### config.mk
export PLATFORM = sky130hd
export DESIGN_NAME = led_panel_top
export DESIGN_NICKNAME = d
export VERILOG_FILES = /design/src/led_mode_pkg.sv /design/src/led_link_pkg.sv /design/src/led_host_port.sv /design/src/led_ctrl.sv /design/src/led_shift.sv /design/src/led_panel_top.sv
export VERILOG_INCLUDE_DIRS = /design/src
export SDC_FILE = /design/constraint.sdc
export NUM_CORES = 1
export LEC_CHECK = 0
export BUFFER_PORTS_ARGS = -buffer_cell sky130_fd_sc_hd__buf_2
export CAP_MARGIN = 20
export CORE_ASPECT_RATIO = 1.5
export CORE_UTILIZATION = 42
export DETAILED_ROUTE_END_ITERATION = 10
export GPL_ROUTABILITY_DRIVEN = 0
export PLACE_DENSITY_LB_ADDON = 0.2
export SLEW_MARGIN = 0
export SYNTH_ARGS = -nofsm -noshare
export SYNTH_HDL_FRONTEND = slang
export SYNTH_HIERARCHICAL = 1
export SYNTH_SLANG_ARGS = --single-unit
### constraint.sdc
create_clock -name clk -period 5.8 [get_ports clk]
set_clock_uncertainty 0.1 [all_clocks]
set_input_delay 0 -clock clk [delete_from_list [all_inputs] [get_ports clk]]
set_output_delay 0 -clock clk [all_outputs]
set_load 0.02 [all_outputs]
### src/led_defs.svh
`ifndef LED_DEFS_SVH
`define LED_DEFS_SVH

// ##############################
// panel geometry
// ##############################

`define LED_NUM         8
`define LED_FIELD_W     4

// ##############################
// periods, in clk cycles
// ##############################

// spark half-period
`define SPARK_MAX       64

// bling half-period, counted only while the channel enable is high
`define BLING_MAX       8

// clk cycles per shcp phase
`define SHIFT_DIV       2

`endif

### src/led_mode_pkg.sv
`include "led_defs.svh"

package led_mode_pkg;

        // per-LED mode codes, anything else holds the current level
        typedef enum logic [`LED_FIELD_W-1:0] {
                LED_OFF    = 0,
                LED_ON     = 1,
                LED_SPARK  = 2,
                LED_SPARK1 = 3,
                LED_BLING  = 4
        } led_mode_e;

        // full panel mode word, led0 in the low nibble
        typedef struct packed {
                led_mode_e led7;
                led_mode_e led6;
                led_mode_e led5;
                led_mode_e led4;
                led_mode_e led3;
                led_mode_e led2;
                led_mode_e led1;
                led_mode_e led0;
        } led_modes_t;

        function automatic led_mode_e field_of(input led_modes_t word, input int unsigned idx);
                return led_mode_e'(word[idx*`LED_FIELD_W +: `LED_FIELD_W]);
        endfunction

endpackage

### src/led_link_pkg.sv
`include "led_defs.svh"

package led_link_pkg;

        // one pattern frame, bit 7 goes out first
        typedef struct packed {
                logic [`LED_NUM-1:0] bits;
        } led_frame_t;

        // serializer states
        typedef enum logic [1:0] {
                IDLE  = 2'd0,
                SHIFT = 2'd1,
                LATCH = 2'd2
        } shift_state_e;

endpackage

### src/led_host_port.sv
`timescale 1ns/1ps

module led_host_port (
        input  logic                     clk,
        input  logic                     rst,
        input  logic                     req,
        input  led_mode_pkg::led_modes_t wr_modes,
        output logic                     ack,
        output logic                     upd,
        output led_mode_pkg::led_modes_t modes
);

        logic take;

        // new request seen while ack is still low
        assign take = req && !ack;

        // four-phase slave, ack follows req by one cycle
        always_ff @(posedge clk) begin
                if (rst) begin
                        ack <= 1'b0;
                        upd <= 1'b0;
                end else begin
                        ack <= req;
                        upd <= take;
                end
        end

        // mode word register, all LEDs off after reset
        always_ff @(posedge clk) begin
                if (rst) begin
                        modes <= '0;
                end else if (take) begin
                        modes <= wr_modes;
                end
        end

        // ack only rises while the host still holds req
        a_ack_rise: assert property (
                @(posedge clk) disable iff (rst)
                $rose(ack) |-> req
        );

endmodule

### src/led_ctrl.sv
`timescale 1ns/1ps
`include "led_defs.svh"

module led_ctrl (
        input  logic                     clk,
        input  logic                     rst,
        input  logic                     upd,
        input  led_mode_pkg::led_modes_t modes,
        input  logic [3:0]               led_bling,
        input  logic                     busy,
        output logic                     start,
        output led_link_pkg::led_frame_t frame
);

        localparam int N     = `LED_NUM;
        localparam int CNT_W = $clog2(`SPARK_MAX + 1);
        localparam logic [CNT_W-1:0] SPARK_END = CNT_W'(`SPARK_MAX);
        localparam logic [CNT_W-1:0] BLING_END = CNT_W'(`BLING_MAX);

        led_mode_pkg::led_modes_t prev_modes;
        logic [N-1:0] flip;
        logic [N-1:0] pat_next;
        logic         req_now;
        logic         pending;
        logic         fire;

        // last applied word, for change detect
        always_ff @(posedge clk) begin
                if (rst) begin
                        prev_modes <= '0;
                end else if (upd) begin
                        prev_modes <= modes;
                end
        end

        // ##############################
        // per-LED mode logic
        // ##############################

        for (genvar i = 0; i < N; i++) begin : g_led
                led_mode_pkg::led_mode_e mode;
                logic             changed;
                logic             bling_en;
                logic             is_bling;
                logic             is_rep;
                logic             fixed;
                logic             fixed_val;
                logic             step;
                logic             hit;
                logic [CNT_W-1:0] cnt;
                logic [CNT_W-1:0] cnt_run;

                assign mode    = led_mode_pkg::field_of(modes, i);
                assign changed = (mode != led_mode_pkg::field_of(prev_modes, i));

                // only LEDs 2 to 5 know bling
                if (i >= 2 && i <= 5) begin : g_bling
                        assign bling_en = led_bling[i-2];
                        assign is_bling = (mode == led_mode_pkg::LED_BLING);
                end else begin : g_plain
                        assign bling_en = 1'b0;
                        assign is_bling = 1'b0;
                end

                assign is_rep    = (mode == led_mode_pkg::LED_SPARK1) || is_bling;
                assign fixed     = mode inside {led_mode_pkg::LED_OFF, led_mode_pkg::LED_ON,
                                                led_mode_pkg::LED_SPARK};
                assign fixed_val = (mode != led_mode_pkg::LED_OFF);
                assign step      = is_bling ? bling_en : 1'b1;
                assign hit       = step && (cnt == (is_bling ? BLING_END : SPARK_END));

                // free-running next count
                always_comb begin
                        if (hit) begin
                                cnt_run = is_rep ? CNT_W'(1) : '0;
                        end else if (cnt != '0 && step) begin
                                cnt_run = cnt + 1'b1;
                        end else begin
                                cnt_run = cnt;
                        end
                end

                always_ff @(posedge clk) begin
                        if (rst) begin
                                cnt <= '0;
                        end else if (upd) begin
                                if (mode == led_mode_pkg::LED_SPARK || (is_rep && changed)) begin
                                        cnt <= CNT_W'(1);
                                end else if (is_rep) begin
                                        cnt <= cnt_run;
                                end else begin
                                        cnt <= '0;
                                end
                        end else begin
                                cnt <= cnt_run;
                        end
                end

                // unchanged repeating LEDs keep toggling across a rewrite
                assign flip[i]     = hit && (!upd || (is_rep && !changed));
                assign pat_next[i] = (upd && fixed) ? fixed_val : (frame.bits[i] ^ flip[i]);
        end

        // ##############################
        // frame request to serializer
        // ##############################

        assign req_now = upd || (|flip);
        assign fire    = pending && !busy;

        always_ff @(posedge clk) begin
                if (rst) begin
                        frame   <= '0;
                        start   <= 1'b0;
                        pending <= 1'b0;
                end else begin
                        frame.bits <= pat_next;
                        start      <= fire;
                        // updates before the copy edge ride along in this frame
                        pending    <= fire ? 1'b0 : (pending || req_now);
                end
        end

        // serializer is free at start and takes the frame right after
        a_start_idle: assert property (
                @(posedge clk) disable iff (rst)
                start |-> !busy ##1 busy
        );

endmodule

### src/led_shift.sv
`timescale 1ns/1ps
`include "led_defs.svh"

module led_shift (
        input  logic                     clk,
        input  logic                     rst,
        input  logic                     start,
        input  led_link_pkg::led_frame_t frame,
        output logic                     busy,
        output logic                     shcp,
        output logic                     ds,
        output logic                     stcp
);

        localparam int DIV_W = $clog2(2 * `SHIFT_DIV);
        localparam int BIT_W = $clog2(`LED_NUM);
        localparam logic [DIV_W-1:0] DIV_HIGH = DIV_W'(`SHIFT_DIV);
        localparam logic [DIV_W-1:0] DIV_LAST = DIV_W'(2 * `SHIFT_DIV - 1);
        localparam logic [BIT_W-1:0] BIT_LAST = BIT_W'(`LED_NUM - 1);

        led_link_pkg::shift_state_e state;
        logic [DIV_W-1:0]   div_cnt;
        logic [BIT_W-1:0]   bit_cnt;
        logic [`LED_NUM-1:0] sreg;
        logic               bit_end;

        // last cycle of the shcp high phase
        assign bit_end = (div_cnt == DIV_LAST);

        // ##############################
        // FSM and counters
        // ##############################

        always_ff @(posedge clk) begin
                if (rst) begin
                        state   <= led_link_pkg::IDLE;
                        div_cnt <= '0;
                        bit_cnt <= '0;
                end else begin
                        case (state)
                                led_link_pkg::IDLE: begin
                                        if (start) begin
                                                state   <= led_link_pkg::SHIFT;
                                                div_cnt <= '0;
                                                bit_cnt <= '0;
                                        end
                                end
                                led_link_pkg::SHIFT: begin
                                        div_cnt <= bit_end ? '0 : div_cnt + 1'b1;
                                        if (bit_end) begin
                                                bit_cnt <= bit_cnt + 1'b1;
                                                if (bit_cnt == BIT_LAST) begin
                                                        state <= led_link_pkg::LATCH;
                                                end
                                        end
                                end
                                default: begin
                                        state <= led_link_pkg::IDLE;
                                end
                        endcase
                end
        end

        // data shifter, msb first
        always_ff @(posedge clk) begin
                if (state == led_link_pkg::IDLE && start) begin
                        sreg <= frame.bits;
                end else if (state == led_link_pkg::SHIFT && bit_end) begin
                        sreg <= {sreg[`LED_NUM-2:0], 1'b0};
                end
        end

        assign busy = (state != led_link_pkg::IDLE);
        assign shcp = (state == led_link_pkg::SHIFT) && (div_cnt >= DIV_HIGH);
        assign ds   = (state == led_link_pkg::SHIFT) && sreg[`LED_NUM-1];
        assign stcp = (state == led_link_pkg::LATCH);

        // single-cycle latch pulse right after the last bit
        a_stcp_pulse: assert property (
                @(posedge clk) disable iff (rst)
                stcp |-> $past(state) == led_link_pkg::SHIFT && $past(bit_cnt) == BIT_LAST
        );

endmodule

### src/led_panel_top.sv
`timescale 1ns/1ps

module led_panel_top (
        input  logic                     clk,
        input  logic                     rst,
        input  logic                     req,
        input  led_mode_pkg::led_modes_t wr_modes,
        output logic                     ack,
        input  logic [3:0]               led_bling,
        output logic                     shcp,
        output logic                     ds,
        output logic                     stcp
);

        logic                     upd;
        led_mode_pkg::led_modes_t modes;
        logic                     start;
        logic                     busy;
        led_link_pkg::led_frame_t frame;

        led_host_port u_host_port (
                .clk      (clk),
                .rst      (rst),
                .req      (req),
                .wr_modes (wr_modes),
                .ack      (ack),
                .upd      (upd),
                .modes    (modes)
        );

        led_ctrl u_ctrl (
                .clk       (clk),
                .rst       (rst),
                .upd       (upd),
                .modes     (modes),
                .led_bling (led_bling),
                .busy      (busy),
                .start     (start),
                .frame     (frame)
        );

        led_shift u_shift (
                .clk   (clk),
                .rst   (rst),
                .start (start),
                .frame (frame),
                .busy  (busy),
                .shcp  (shcp),
                .ds    (ds),
                .stcp  (stcp)
        );

endmodule

==> results by group <==
Status
  • Status: complete, no violations

CTS
  • Post-CTS Resized: 0
  • Num Clock Sinks: 147
  • Worst-Skew Late Latency: 410 ps
  • Root Driver: clkbuf_16
  • Clock Path Buffers: 2
  • Clk slew on worst S/H paths: 60 ps
  • CTS Buf Count: 17
  • Post-CTS Setup Bufs: 0
  • Hold_buf cts: 34
  • Htree depth: 4
  • CTS tree: yes

Power
  • Power Internal: 1940 uW
  • Net switching fraction of the power: 25.5%
  • Sequential Power Share: 43.1%
  • VDD IR max: 0.145 mV
  • P_sw: 666 uW
  • Power Dens Cells: 289 nW/um^2
  • Leakage: 0.00326 uW
  • Clock share of power: 43.7%
  • Gate power share: 13.2%

Worst hold path
  • Hold Path Depth: 4
  • Hold Path End: u_ctrl/g_led[2].cnt[1]
  • HP Start: led_bling[0]
  • Tightest Hold Check Type: in -> reg

GRT
  • Met3 GRT Util: 2.79%
  • M1 GR Usage: 21.2%
  • Initial antenna violation count: 0
  • Vias in the first global route: 5,667
  • GRT busiest layer: met2
  • First-pass GRT wire length: 26.2 mm
  • Largest net degree at the start of global routing: 77
  • Total GRT Usage: 16.9%
  • GRT overflow: 0
  • Global-route met2 utilization: 28.9%

Critical path
  • WP depth: 5
  • Reg-to-Reg End: u_ctrl/g_led[2].cnt[6]
  • Buf/Inv on CP: 1
  • Worst path required time: 5990 ps
  • CP delay by family, top: simple AND/OR/NAND/NOR gates
  • CP endpoint kind: register
  • Arrival time of the worst setup path: 2780 ps
  • Flop-to-flop setup slack: 3210 ps
  • Worst path slowest cell: dfxtp_2
  • Cell Chain, Critical Path: inv_1, nor4_1, a21oi_1, nand3b_1, nor2_1
  • Startpoint types: register
  • CP Class: reg -> reg
  • Max stage delay on crit path: 850 ps
  • Worst-path fanout max: 32
  • FF-to-FF path depth: 5
  • Start of the worst register-to-register path: u_host_port/upd

STA
  • Worst Tran Pin Value: 820 ps
  • Fmax: 387 MHz
  • Slew headroom: 45.2%
  • Final setup TNS: 0 ps
  • Period utilisation layout: 44.6%
  • Number of hold violations in the final report: 0
  • Post-route setup slack: 3210 ps
  • Pins over their slew limit: 0
  • RSZ-0062 raised after global routing: false
  • Final setup viols: 0
  • Final hold slack: 10.5 ps
  • Fin crit period: 2590 ps

Die
  • Die footprint: 19,100 sq um
  • FP Rows: 60
  • # IOs: 43
  • Die Width: 113 um
  • Die height: 169 um
  • CORE AREA: 18,100 sq um
  • Initial Utilization: 43.1%

Finish
  • Ant. Diodes: 0
  • Layout area overhead: 15.7%
  • Final instance area: 9020 sq um
  • Layout cell share with drive strength beyond 1: 16.0%
  • Final core utilization: 49.9%
  • # fillers: 1,714
  • Layout net count: 944

Detailed routing
  • Vias per inst: 5.09
  • DR pass1 iterations: 5
  • WL final: 15.4 mm
  • Wire length per cell: 13.5 um
  • Drt drc: 0
  • Vias: 5,831
  • Routed Antenna Nets: 0
  • DR iter-0 viols: 243

Yosys
  • Main synth FF type: dfxtp_1
  • Post-Syn Nets: 890
  • Post-synth ARST share: 0%
  • Synth warn: 6
  • Seq/Total Area, Yosys: 38.8%
  • Cell variety after synth: 78
  • Post-synth EDFFs: 8
  • Syn avg cell area: 9.38 sq um
  • Mapped Area: 7800 sq um
  • Yosys reg bits: 147
  • Cells after synthesis: 831

Place
  • Worst slack, placed: 3260 ps
  • Hpwl dp: 10.4 mm
  • PortBufs: 42
  • Placed cell areas: 8060 sq um

Job
  • Max-cap violations: 0
## worst min-delay path, stage by stage
cell     delay [ps]
buf_2           110
o32a_1          220
a21oi_1          90
nor2_1           70
## layout by cell type (no fill, tap or decap), drive strengths merged, types with 12 or more instances in the layout
cell | synthesis | routed
buf | 20 | 44
ha | 20 | 20
dlygate4sd3 | 0 | 34
xor2 | 21 | 21
a21oi | 23 | 23
inv | 33 | 35
xnor2 | 54 | 54
nand3 | 28 | 28
mux2i | 36 | 36
clkbuf | 22 | 23
o21ai | 43 | 43
a31oi | 12 | 12
nand4bb | 32 | 32
nor2 | 108 | 108
nand2b | 41 | 41
nand2 | 34 | 34
dfxtp | 139 | 139
## registers in the layout (all words and copies together) (netlist names), 2 cells and up
| register | cells |
|---|---|
| u_shift/sreg | 8 |
| u_shift/bit_cnt | 3 |
| u_host_port/modes | 32 |
| u_ctrl/frame | 8 |
| u_shift/div_cnt | 2 |
| u_ctrl/prev_modes | 32 |
| u_shift/state | 2 |
| u_ctrl/g_led.cnt | 56 |
## layout make-up
cell class / instances / area (sq um) / area share (%)
Multi-Input combinational cell: 608 / 4370 / 48.4
Tap cell: 248 / 310 / 3.44
Clock buffer: 23 / 510 / 5.66
Timing Repair Buffer: 78 / 568 / 6.30
Sequential cell: 147 / 3020 / 33.5
Clock inverter: 9 / 114 / 1.26
Inverter: 33 / 124 / 1.37
## kinds of logic after synthesis
kind of cell,after synthesis,share of synthesized area (%)
flip-flops,147,38.8
adder cells (fa/ha/maj),20,3.21
XOR/XNOR,75,8.43
AND/OR/NAND/NOR,349,26.9
multiplexers,43,5.73
buffers and inverters,76,5.17
AO/OA/AOI/OAI,121,11.8
## Yosys cell counts (all sizes together) (21+ instances only)
cell type | number | area [sq um]
o21ai | 43 | 328
clkbuf | 22 | 92.6
a21oi | 23 | 126
xor2 | 21 | 184
xnor2 | 54 | 473
mux2i | 36 | 360
nand2 | 34 | 128
inv | 33 | 124
nor2 | 108 | 405
dfxtp | 139 | 2780
nand4bb | 32 | 360
nand3 | 28 | 140
nand2b | 41 | 294
## metrics by stage
step | instances | power, uW
after global placement | 1080 | 1470
after floorplan | 831 | 1410
after CTS | 1146 | 2640
after global routing | 1146 | 2730
after detailed placement | 1080 | 1480
final | 1146 | 2610
## power groups by stage
stage	registers, uW	logic [uW]	clock network [uW]
floorplan	1120	286	0
global placement	1150	326	0
detailed placement	1150	328	0
CTS	1130	347	1170
global route	1130	390	1210
finish	1120	345	1140
## how the worst max path moves through the flow
| stage | to | startpoint | slack, ps |
|---|---|---|---|
| after floorplan | u_ctrl/g_led[4].cnt[1] | u_host_port/modes[17] | 3500 |
| after global placement | u_ctrl/g_led[2].cnt[5] | u_host_port/upd | 3310 |
| after detailed placement | u_ctrl/g_led[2].cnt[3] | u_host_port/upd | 3260 |
| after CTS | u_ctrl/g_led[2].cnt[1] | u_host_port/upd | 3220 |
| after global routing | u_ctrl/g_led[2].cnt[1] | u_host_port/upd | 2920 |
| final | u_ctrl/g_led[2].cnt[6] | u_host_port/upd | 3210 |
## per-layer routing
layer / part of all wire, % / wire length (um)
met2: 48 / 7400
met5: 0 / 0
met1: 49 / 7620
met3: 1.8 / 271
met4: 0.82 / 127
Power figures use the tool's default switching activity.
